### config.mk
export PLATFORM = sky130hd
export DESIGN_NAME = chan_readout_top
export DESIGN_NICKNAME = d
export VERILOG_FILES = /design/src/rtl/readout_pkg.sv /design/src/rtl/readout_fsm.sv /design/src/rtl/word_counter.sv /design/src/rtl/burst_width_converter.sv /design/src/rtl/link_tx_mux.sv /design/src/rtl/chan_readout_top.sv
export VERILOG_INCLUDE_DIRS = /design/src /design/src/include
export SDC_FILE = /design/constraint.sdc
export NUM_CORES = 1
export LEC_CHECK = 0
export ABC_CLOCK_PERIOD_IN_PS = 4600
export BUFFER_PORTS_ARGS = -buffer_cell sky130_fd_sc_hd__buf_2
export CORE_MARGIN = 5
export CORE_UTILIZATION = 45
export DETAILED_ROUTE_END_ITERATION = 7
export GPL_TIMING_DRIVEN = 1
export PLACE_DENSITY_LB_ADDON = 0.15
export SLEW_MARGIN = 30
export SYNTH_ARGS = -nofsm -noshare
export SYNTH_HDL_FRONTEND = slang
export SYNTH_SLANG_ARGS = --single-unit
### constraint.sdc
create_clock -name clk125 -period 4.6 [get_ports clk125]
set_input_delay 0 -clock clk125 [delete_from_list [all_inputs] [get_ports clk125]]
set_output_delay 0 -clock clk125 [all_outputs]
set_load 0.005 [all_outputs]
### src/include/readout_settings.svh
`ifndef READOUT_SETTINGS_SVH
`define READOUT_SETTINGS_SVH

//////////////////////////////
// link and memory widths
//////////////////////////////
`define RD_WORD_W            32                      // one word on the serial link
`define RD_BURST_W           128                     // one burst out of the read fifo
`define RD_WORDS_PER_BURST   4                       // link words carved from each burst

//////////////////////////////
// read request counting
//////////////////////////////
`define RD_BURST_CNT_W       24                      // requested burst count
`define RD_WORD_CNT_W        (`RD_BURST_CNT_W + 2)   // bursts times four, in words

// flops between the async readout_pause pin and clk125 logic
`define RD_PAUSE_SYNC_STAGES 2

`endif

### src/rtl/readout_pkg.sv
`include "readout_settings.svh"

package readout_pkg;

  //////////////////////////////
  // stream beats
  //////////////////////////////

  // one 32-bit beat toward the link, or from the command processor
  typedef struct packed {
    logic                  valid;  // beat present
    logic                  last;   // closes a packet
    logic [`RD_WORD_W-1:0] data;   // link word
  } link_beat_t;

  // one 128-bit burst as it leaves the read fifo
  typedef struct packed {
    logic                   valid;  // burst present
    logic                   last;   // final burst of the fill
    logic [`RD_BURST_W-1:0] data;   // words 3..0, word 0 in the low bits
  } burst_beat_t;

  //////////////////////////////
  // readout controller
  //////////////////////////////

  // IDLE          link belongs to the command processor
  // WAIT_CMD_END  request taken, letting an open command packet finish
  // SEND_DDR3     link belongs to stored waveform data
  typedef enum logic [1:0] {
    IDLE         = 2'd0,
    WAIT_CMD_END = 2'd1,
    SEND_DDR3    = 2'd2
  } readout_state_e;

endpackage

### src/rtl/readout_fsm.sv
`timescale 1ns/1ps

`include "readout_settings.svh"

module readout_fsm (
  input  logic                       clk125,
  input  logic                       rst_n,
  input  logic                       rd_start,        // one-cycle read request
  input  logic [`RD_BURST_CNT_W-1:0] rd_burst_cnt,    // bursts asked for
  input  logic                       cmd_accept,      // command beat went out on the link
  input  logic                       cmd_last,        // ...and it closed its packet
  input  logic                       ddr3_accept,     // memory word went out on the link
  input  logic                       words_left_one,  // counter is on the final word
  output logic                       use_ddr3,        // link source select
  output logic                       cnt_load,        // load pulse toward the counter
  output logic [`RD_BURST_CNT_W-1:0] load_bursts,     // latched burst count
  output logic                       rd_done          // one-cycle end of read
);

  readout_pkg::readout_state_e state, state_nxt;

  logic cmd_open;      // inside a command packet
  logic cmd_open_nxt;  // packet state including this cycle's transfer
  logic req_ok;        // request that will be honored
  logic final_word;    // last owed memory word is transferring now

  //////////////////////////////
  // command packet tracking
  //////////////////////////////
  assign cmd_open_nxt = cmd_accept ? !cmd_last : cmd_open;  // beat with last closes it

  always_ff @(posedge clk125 or negedge rst_n) begin
    if (!rst_n) begin
      cmd_open <= 1'b0;
    end else begin
      cmd_open <= cmd_open_nxt;
    end
  end

  //////////////////////////////
  // state machine
  //////////////////////////////
  assign req_ok     = (state == readout_pkg::IDLE) && rd_start && (rd_burst_cnt != '0);
  assign final_word = (state == readout_pkg::SEND_DDR3) && ddr3_accept && words_left_one;
  assign use_ddr3   = (state == readout_pkg::SEND_DDR3);  // link granted to memory only here

  always_comb begin
    state_nxt = state;
    case (state)
      readout_pkg::IDLE: begin
        if (req_ok) begin
          // a packet opening this very cycle still counts as open
          state_nxt = cmd_open_nxt ? readout_pkg::WAIT_CMD_END : readout_pkg::SEND_DDR3;
        end
      end
      readout_pkg::WAIT_CMD_END: begin
        if (cmd_accept && cmd_last) begin
          state_nxt = readout_pkg::SEND_DDR3;  // switch right after the closing beat
        end
      end
      readout_pkg::SEND_DDR3: begin
        if (final_word) begin
          state_nxt = readout_pkg::IDLE;  // hand the link back
        end
      end
      default: state_nxt = readout_pkg::IDLE;
    endcase
  end

  always_ff @(posedge clk125 or negedge rst_n) begin
    if (!rst_n) begin
      state    <= readout_pkg::IDLE;
      cnt_load <= 1'b0;
      rd_done  <= 1'b0;
    end else begin
      state    <= state_nxt;
      cnt_load <= req_ok;      // lines up with the latched count below
      rd_done  <= final_word;  // strobe in the cycle after the final word
    end
  end

  always_ff @(posedge clk125) begin
    if (req_ok) begin
      load_bursts <= rd_burst_cnt;  // held for the counter load
    end
  end

endmodule

### src/rtl/word_counter.sv
`timescale 1ns/1ps

`include "readout_settings.svh"

module word_counter (
  input  logic                       clk125,
  input  logic                       rst_n,
  input  logic                       cnt_load,        // start of a new read
  input  logic [`RD_BURST_CNT_W-1:0] load_bursts,     // bursts in this read
  input  logic                       ddr3_accept,     // one memory word left on the link
  output logic                       words_left_one   // exactly one word still owed
);

  localparam int CNT_W = `RD_WORD_CNT_W;

  logic [CNT_W-1:0] count;       // words still owed
  logic [CNT_W-1:0] load_words;  // bursts scaled to words

  assign load_words = CNT_W'(load_bursts) * CNT_W'(`RD_WORDS_PER_BURST);

  //////////////////////////////
  // down-counter
  //////////////////////////////
  always_ff @(posedge clk125 or negedge rst_n) begin
    if (!rst_n) begin
      count <= '0;
    end else if (cnt_load) begin
      // the first word can already leave in the load cycle
      count <= ddr3_accept ? load_words - 1'b1 : load_words;
    end else if (ddr3_accept && (count != '0)) begin
      count <= count - 1'b1;  // one word delivered
    end
  end

  // lets the fsm end the read on the final transfer itself
  assign words_left_one = (count == CNT_W'(1));

endmodule

### src/rtl/burst_width_converter.sv
`timescale 1ns/1ps

`include "readout_settings.svh"

module burst_width_converter (
  input  logic                     clk125,
  input  logic                     rst_n,
  input  readout_pkg::burst_beat_t ddr3_rd,        // bursts from the read fifo
  input  logic                     word_ready,     // mux can take a word
  output logic                     ddr3_rd_ready,  // can take a burst
  output readout_pkg::link_beat_t  ddr3_word       // 32-bit words toward the mux
);

  localparam int IDX_W = $clog2(`RD_WORDS_PER_BURST);

  logic                   full;        // output register holds a burst
  logic [IDX_W-1:0]       idx;         // word currently presented
  logic [`RD_BURST_W-1:0] buf_data;    // held burst
  logic                   buf_last;    // held burst closed the fill
  logic                   accept_en;   // opens one edge after reset
  logic                   last_word;   // presenting word 3
  logic                   take_word;   // word leaves this cycle
  logic                   take_burst;  // burst arrives this cycle

  //////////////////////////////
  // handshakes
  //////////////////////////////
  assign last_word  = (idx == IDX_W'(`RD_WORDS_PER_BURST - 1));
  assign take_word  = full && word_ready;
  // room when empty, or when word 3 is draining this cycle
  assign ddr3_rd_ready = accept_en && (!full || (take_word && last_word));
  assign take_burst = ddr3_rd.valid && ddr3_rd_ready;

  //////////////////////////////
  // control
  //////////////////////////////
  always_ff @(posedge clk125 or negedge rst_n) begin
    if (!rst_n) begin
      accept_en <= 1'b0;
      full      <= 1'b0;
      idx       <= '0;
    end else begin
      accept_en <= 1'b1;
      if (take_burst) begin
        full <= 1'b1;  // back to back with the old burst's last word
        idx  <= '0;    // low word goes first
      end else if (take_word) begin
        if (last_word) begin
          full <= 1'b0;  // burst drained
        end
        idx <= idx + 1'b1;  // wraps to 0 after word 3
      end
    end
  end

  // burst payload
  always_ff @(posedge clk125) begin
    if (take_burst) begin
      buf_data <= ddr3_rd.data;
      buf_last <= ddr3_rd.last;
    end
  end

  //////////////////////////////
  // word output
  //////////////////////////////
  assign ddr3_word.valid = full;
  assign ddr3_word.last  = buf_last && last_word;  // only word 3 carries last
  assign ddr3_word.data  = buf_data[idx*`RD_WORD_W +: `RD_WORD_W];

endmodule

### src/rtl/link_tx_mux.sv
`timescale 1ns/1ps

`include "readout_settings.svh"

module link_tx_mux (
  input  logic                    clk125,
  input  logic                    rst_n,
  input  logic                    readout_pause,  // async, from the master fpga
  input  logic                    use_ddr3,       // 1 selects memory words
  input  readout_pkg::link_beat_t cmd_tx,         // command processor beats
  input  readout_pkg::link_beat_t ddr3_word,      // converter words
  input  logic                    link_ready,     // link can take a beat
  output readout_pkg::link_beat_t link_tx,        // beat toward the link
  output logic                    cmd_tx_ready,   // ready back to the command source
  output logic                    word_ready,     // ready back to the converter
  output logic                    cmd_accept,     // command beat transferred
  output logic                    ddr3_accept     // memory word transferred
);

  localparam int SYNC_N = `RD_PAUSE_SYNC_STAGES;

  logic [SYNC_N-1:0] pause_sync;  // synchronizer chain, oldest in the top bit
  logic              paused;      // synchronized pause
  logic              link_open;   // link free to take a beat

  //////////////////////////////
  // pause synchronizer
  //////////////////////////////
  // comes out of reset paused so nothing moves until the pin has been sampled
  always_ff @(posedge clk125 or negedge rst_n) begin
    if (!rst_n) begin
      pause_sync <= '1;
    end else begin
      pause_sync <= {pause_sync[SYNC_N-2:0], readout_pause};
    end
  end

  assign paused    = pause_sync[SYNC_N-1];
  assign link_open = link_ready && !paused;

  //////////////////////////////
  // 2:1 source switch
  //////////////////////////////
  always_comb begin
    link_tx       = use_ddr3 ? ddr3_word : cmd_tx;  // valid, last and data follow the select
    link_tx.valid = link_tx.valid && !paused;       // hold the link off while paused
  end

  // only the selected source ever sees ready
  assign word_ready   = use_ddr3 && link_open;
  assign cmd_tx_ready = !use_ddr3 && link_open;

  // transfer reports for the fsm and counter
  assign cmd_accept  = cmd_tx_ready && cmd_tx.valid;
  assign ddr3_accept = word_ready && ddr3_word.valid;

endmodule

### src/rtl/chan_readout_top.sv
`timescale 1ns/1ps

`include "readout_settings.svh"

module chan_readout_top (
  input  logic                       clk125,
  input  logic                       rst_n,
  // command processor stream
  input  readout_pkg::link_beat_t    cmd_tx,
  output logic                       cmd_tx_ready,
  // read fifo stream
  input  readout_pkg::burst_beat_t   ddr3_rd,
  output logic                       ddr3_rd_ready,
  // serial link
  output readout_pkg::link_beat_t    link_tx,
  input  logic                       link_ready,
  input  logic                       readout_pause,  // async
  // read request
  input  logic                       rd_start,
  input  logic [`RD_BURST_CNT_W-1:0] rd_burst_cnt,
  output logic                       rd_done
);

  readout_pkg::link_beat_t    ddr3_word;       // converter to mux
  logic                       word_ready;      // mux back to converter
  logic                       use_ddr3;        // link source select
  logic                       cmd_accept;      // command beat sent
  logic                       ddr3_accept;     // memory word sent
  logic                       cnt_load;        // new read
  logic [`RD_BURST_CNT_W-1:0] load_bursts;     // its burst count
  logic                       words_left_one;  // final word owed

  //////////////////////////////
  // readout control
  //////////////////////////////
  readout_fsm u_fsm (
    .clk125         (clk125),
    .rst_n          (rst_n),
    .rd_start       (rd_start),
    .rd_burst_cnt   (rd_burst_cnt),
    .cmd_accept     (cmd_accept),
    .cmd_last       (cmd_tx.last),
    .ddr3_accept    (ddr3_accept),
    .words_left_one (words_left_one),
    .use_ddr3       (use_ddr3),
    .cnt_load       (cnt_load),
    .load_bursts    (load_bursts),
    .rd_done        (rd_done)
  );

  word_counter u_word_counter (
    .clk125         (clk125),
    .rst_n          (rst_n),
    .cnt_load       (cnt_load),
    .load_bursts    (load_bursts),
    .ddr3_accept    (ddr3_accept),
    .words_left_one (words_left_one)
  );

  //////////////////////////////
  // data path
  //////////////////////////////
  burst_width_converter u_converter (
    .clk125        (clk125),
    .rst_n         (rst_n),
    .ddr3_rd       (ddr3_rd),
    .word_ready    (word_ready),
    .ddr3_rd_ready (ddr3_rd_ready),
    .ddr3_word     (ddr3_word)
  );

  link_tx_mux u_link_mux (
    .clk125        (clk125),
    .rst_n         (rst_n),
    .readout_pause (readout_pause),
    .use_ddr3      (use_ddr3),
    .cmd_tx        (cmd_tx),
    .ddr3_word     (ddr3_word),
    .link_ready    (link_ready),
    .link_tx       (link_tx),
    .cmd_tx_ready  (cmd_tx_ready),
    .word_ready    (word_ready),
    .cmd_accept    (cmd_accept),
    .ddr3_accept   (ddr3_accept)
  );

endmodule

==> qor.txt, run 1 <==
most frequent cells after synthesis: 153 x edfxtp_1, 121 x nand2_1, 35 x dfrtp_1
CTS root buf: clkbuf_16
Worst setup SP type: flop
HPWL Detailed: 16200 µm
htree depth: 4
top cell type's share of synthesized area: 54.0%
# port buffers: 229
Post-Synthesis Cells: 619
pre-CTS setup slack: 1680 ps
crit path max-delay cell type: and2_4
main flop type after synthesis: edfxtp_1
Synth Warn #: 0
Worst-Skew Late Latency: 430 ps
Final setup viols: 0
most common cell in the netlist: edfxtp_1
num ports: 230
gr usage total: 22.3%
Clock transition at path regs: 70 ps
Slew @ Worst Pin: 874 ps
fraction of registers with async set or reset after synthesis: 19.5%
# Max-Cap Violations: 0
Longest Clk Path Bufs: 2
global route overflow: 0
Final Hold Fails: 0
largest fanout on the critical path: 66
Final nets: 1199
top cells by area, synth: edfxtp_1 54%, dfrtp_1 10%, mux4_2 8.5%, nand2_1 5.3%, xnor2_1 2.0%
sequential share of the synthesized area: 64.9%
largest net degree at the start of global routing: 67
pwr dens: 488 nW/µm²
Initial Utilization: 45.6%
max incr delay on CP: 760 ps
clock period minus worst slack: 2970 ps
antenna-violating nets left: 0
Post-Syn Nets: 816
Worst VDD drop: 274 µV
Max Freq: 0.337 GHz
critical path class: reg -> reg
RSZ-0062 raised after global routing: no
Fin Setup TNS: 0 ps
first-pass GRT wire length: 37900 µm
Seq. cell area: 5530 µm²
Row Count: 50
Multi-input gate area: 2850 µm²
crit path cell chain: and3b_1, nand3_1, a21boi_0, and2_4, buf_4
Synth Area per Inst: 13.7 µm²
routed via count: 6810
Routed WL: 24000 µm
number of fill cells: 1337
CTS tree: yes
crit share post-route: 64.6%
Die Y: 147 µm
outcome: completed
Final Skew: 9.43 ps
core area: 18600 µm²
count of state elements after synthesis: 190
First-pass DRT Iterations: 6
vias per cell: 5.45
gp weighted congestion: 0.856
die width: 147 µm
initial antenna violation count: 0
Num CTS Buffers: 17
die area: 21800 µm²
leakage: 4.68 nW
synth unique cells: 62
routed len/inst: 19.2 µm
WP data required: 4720 ps
Final WS setup: 1630 ps
EDFF count, synth: 153
Synth area leader: edfxtp_1
vias in the first global route: 7347
number of diodes: 0
share of cells above drive strength 1: 31.5%
max-slew violation count: 0
Cell Area, Synth: 8510 µm²
CP endpoint kind: flop
Num Clock Sinks: 190
DR iter-0 viols: 423
Slew HR: 41.0%
worst min path class: in -> async
WP data arrival: 3090 ps
Synth-to-Final Area Change: 42.5%
drt drc: 0
## per-layer routing
metal,vias to the layer above,wire (µm),GRT usage (%)
li1,3142,-,-
met1,3280,9040,26.1
met2,325,12700,40.0
met3,63,1480,4.63
met4,0,849,9.55
met5,-,0,0
## cell families after synthesis
| logic type | after synthesis | share of synthesized area [%] |
|---|---|---|
| AO/OA/AOI/OAI | 59 | 5.03 |
| XOR/XNOR | 25 | 2.57 |
| adder cells (fa/ha/maj) | 4 | 0.588 |
| buffers and inverters | 37 | 1.76 |
| flip-flops | 190 | 64.9 |
| multiplexers | 42 | 9.71 |
| other | 1 | 0.0441 |
| AND/OR/NAND/NOR | 261 | 15.4 |
## worst max-delay path: cells and delay by family, from the launching register on
family,cells,cell delay [ps]
buffers and inverters,1,410
AOI/OAI and AO/OA,1,280
DFF,1,470
and+or+nand+nor,3,1460
## sequential cells by signal (all words and copies together), names as in the netlist, 2 cells and up
| signal | flops |
|---|---|
| u_fsm.state | 2 |
| u_converter.buf_data | 128 |
| u_link_mux.pause_sync | 2 |
| u_fsm.load_bursts | 24 |
| u_converter.idx | 2 |
| u_word_counter.count | 26 |
## path summary, 6_finish.rpt
path,depth (start not counted),to,start,slack [ps]
worst min register to register,0,u_link_mux.pause_sync[1],u_link_mux.pause_sync[0],360
min in group clk125,3,u_fsm.state[0],rd_start,130
worst min-delay path,2,u_fsm.state[0],rst_n,80
worst max register to register,5,u_converter.buf_data[109],u_fsm.state[0],1630
max in group asynchronous,2,u_fsm.cnt_load,rst_n,4160
worst max-delay path,5,u_converter.buf_data[109],u_fsm.state[0],1630
## power by group
group / switching, mW / leakage, nW / internal, mW / total [mW]
Combinational: 1.04 / 2.56 / 0.928 / 1.97
Sequential: 0.248 / 1.82 / 2.17 / 2.42
Clock: 0.693 / 0.300 / 0.829 / 1.52
Total: 1.98 / 4.68 / 3.93 / 5.92
## repair_timing
item,4_1_cts,5_1_grt
hold endpoints to repair,191,0
buffers inserted,0,0
gates resized for setup,0,0
hold buffers,158,0
## layout by cell type, fill, tap and decap left out, types with 5 or more instances in the layout
cell,instances
buf_2,228
dlygate4sd3_1,158
edfxtp_1,153
nand2_1,121
mux4_2,32
dfrtp_1,32
nor2_1,24
nor4_1,20
nor3_1,19
xnor2_1,19
clkbuf_16,17
or3_1,14
or4_1,12
nand3_1,9
nand4_1,8
a21oi_1,7
inv_1,6
mux2i_1,6
xor2_1,6
buf_4,6
nand2b_1,5
o21ai_0,5
o31ai_1,5
a211oi_1,5
a31oi_1,5
inv_6,5
## per-stage QoR
stage | cells | cell area, µm² | total power, mW | utilization [%] | hold WS, ps
after global placement | 1058 | 9900 | 4.22 | 53.1 | 108
after detailed placement | 1058 | 9900 | 4.29 | 53.1 | 107
after floorplan | 619 | 8510 | 3.61 | - | -296
after global routing | 1249 | 12100 | 6.24 | 65.0 | 122
final | 1249 | 12100 | 5.92 | 65.0 | 81.8
after CTS | 1248 | 12100 | 5.92 | 64.9 | 151
## area by class of cell
class	instances	area share (%)
clock buffer	17	3.51
timing repair buffer	394	23.2
multi-input combinational	392	23.5
tap	234	2.41
inverter	7	0.217
clock inverter	15	1.54
sequential	190	45.6
No activity file was read; power rests on OpenSTA's default activity.
==> run 2, diff against run 1 <==
--- a/config.mk
+++ b/config.mk
@@ -6,7 +6,7 @@
 export SDC_FILE = /design/constraint.sdc
 export NUM_CORES = 1
 export LEC_CHECK = 0
-export ABC_CLOCK_PERIOD_IN_PS = 4600
+export ABC_CLOCK_PERIOD_IN_PS = 2900
 export BUFFER_PORTS_ARGS = -buffer_cell sky130_fd_sc_hd__buf_2
 export CORE_MARGIN = 5
 export CORE_UTILIZATION = 45
==> constraint.sdc (replaced) <==
create_clock -name clk125 -period 2.9 [get_ports clk125]
set_input_delay 0 -clock clk125 [delete_from_list [all_inputs] [get_ports clk125]]
set_output_delay 0 -clock clk125 [all_outputs]
set_load 0.005 [all_outputs]
==> run 2 against run 1 <==
Against the previous run:
- combinational power is 62% higher
- sequential cell count stayed put
- design area is 1.1% higher
- clock power up 57%
==> qor.txt, run 2 (synthesized netlist as in run 1, its figures left out) <==
R2R Path Start: u_word_counter.count[10]
CTS root buf: clkbuf_16
top flop regs: u_converter.buf_data: 128 flops, u_word_counter.count: 26 flops, u_fsm.load_bursts: 24 flops
Fin Setup TNS: 0 ps (unchanged)
commonest non-fill, non-tap cell in the layout: buf_2
outcome: completed
Slew @ Worst Pin: 896 ps (+22.7 ps)
max reg flops: 128 (unchanged)
largest fanout on the critical path: 10 (-85%)
global route overflow: 0 (unchanged)
RR Endpoint: u_word_counter.count[19]
most frequent cells in the layout: 228 x buf_2, 158 x dlygate4sd3_1, 153 x edfxtp_1, 121 x nand2_1, 33 x dfrtp_1
Longest Clk Path Bufs: 2 (unchanged)
HPWL Detailed: 16200 µm (+0.12%)
Num CTS Buffers: 17 (unchanged)
initial antenna violation count: 2 (+2)
routed via count: 6760 (-0.73%)
crit share post-route: 90.1% (+26 points)
post-cts resize count: 0 (unchanged)
gr usage total: 22.4% (+0.056 points)
htree depth: 4 (unchanged)
Final setup viols: 0 (unchanged)
WP data required: 3190 ps (-1530 ps)
# port buffers: 229 (unchanged)
Final Non-Filler Cells: 1269 (+1.6%)
vias in the first global route: 7348 (+0.014%)
Worst VDD drop: 487 µV (+78%)
first-pass GRT wire length: 38200 µm (+0.64%)
Clock transition at path regs: 70 ps (about the same)
Final Skew: 16.4 ps (+6.99 ps)
Final Hold Fails: 0 (unchanged)
Num Clock Sinks: 190 (unchanged)
Final nets: 1217 (+1.5%)
max-slew violation count: 0 (unchanged)
Final WS setup: 286 ps (-1340 ps)
worst min path class: in -> reg
placed cells: 1077 (+1.8%)
die width: 147 µm (unchanged)
Die Y: 147 µm (unchanged)
# Max-Cap Violations: 0 (unchanged)
Max Freq: 0.383 GHz (+14%)
Worst setup SP type: flop
vias per cell: 5.33 (-2.3%)
Worst Setup EP: u_word_counter.count[19]
pre-CTS setup slack: 314 ps (-1360 ps)
WP data arrival: 2910 ps (-180 ps)
Routed WL: 24000 µm (about the same)
num ports: 230 (unchanged)
RSZ-0062 raised after global routing: no
Row Count: 50 (unchanged)
Slew HR: 40.2% (-0.75 points)
routed len/inst: 18.9 µm (-1.5%)
Initial Utilization: 45.6% (unchanged)
R2R Setup Slk: 290 ps (-1340 ps)
pwr dens: 766 nW/µm² (+57%)
Largest Register: u_converter.buf_data
CP endpoint kind: flop
largest net degree at the start of global routing: 64 (-4.5%)
critical path class: reg -> reg
core area: 18600 µm² (unchanged)
hold_buf cts: 158 (unchanged)
First-pass DRT Iterations: 4 (-2)
CTS tree: yes
Post-CTS Setup Repair Bufs: 0 (unchanged)
number of fill cells: 1338 (+0.075%)
length in cells of the worst reg-to-reg path: 5 (unchanged)
worst setup path start: u_word_counter.count[10]
DR iter-0 viols: 343 (-19%)
drt drc: 0 (unchanged)
share of cells above drive strength 1: 32.5% (+0.93 points)
leakage: 4.76 nW (+1.7%)
clock period minus worst slack: 2610 ps (-357 ps)
Synth-to-Final Area Change: 44.2%
Worst-Skew Late Latency: 430 ps (about the same)
die area: 21800 µm² (unchanged)
gp weighted congestion: 0.863 (+0.74%)
antenna-violating nets left: 0 (unchanged)
[run 2: cell type report]
type                            count  area, µm²  area share (%)
Antenna cell                        3       7.51          0.0612
Clock buffer                       18        429            3.50
Clock inverter                     13        175            1.43
Inverter                            7       26.3           0.214
Multi-Input combinational cell    392       2850            23.3
Sequential cell                   190       5530            45.1
Tap cell                          234        293            2.39
Timing Repair Buffer              412       2960            24.1
[run 2: critical path, cell delays in order (launching register included)]
cell     delay, ps
dfrtp_1        410
nor3_1         410
nand4_1        260
or3_1          570
o311a_1        350
or4_1          510
[run 2: where the power goes]
group | switching, mW | internal (mW) | leakage, nW
combinational | 1.69 | 1.50 | 2.65
clock | 1.07 | 1.31 | 0.291
sequential | 0.378 | 3.45 | 1.82
[run 2: per-stage QoR]
step                      area [µm²]  util [%]  hold WS [ps]  power, mW
after floorplan                 8510         -          -296       5.71
after global placement         10100      54.0           112       6.77
after detailed placement       10100      54.0           110       6.87
after CTS                      12300      65.7          28.5       9.42
after global routing           12300      65.8          33.5       9.92
final                          12300      65.8          41.4       9.40
[run 2: worst min path at each step]
stage	start	endpoint	slack (ps)	cells past startpoint
2_1_floorplan	rst_n	u_converter.accept_en	-300	0
3_3_place_gp	readout_pause	u_link_mux.pause_sync[0]	110	1
3_5_place_dp	readout_pause	u_link_mux.pause_sync[0]	110	1
4_1_cts	ddr3_rd[129]	u_converter.full	30	3
5_1_grt	ddr3_rd[129]	u_converter.full	30	3
6_report	ddr3_rd[129]	u_converter.full	40	3
[run 2: layer usage]
layer | global-route usage [%] | routed length, µm
met5 | 0 | 0
met4 | 7.27 | 547
met3 | 5.00 | 1300
met2 | 40.1 | 12600
met1 | 27.0 | 9610
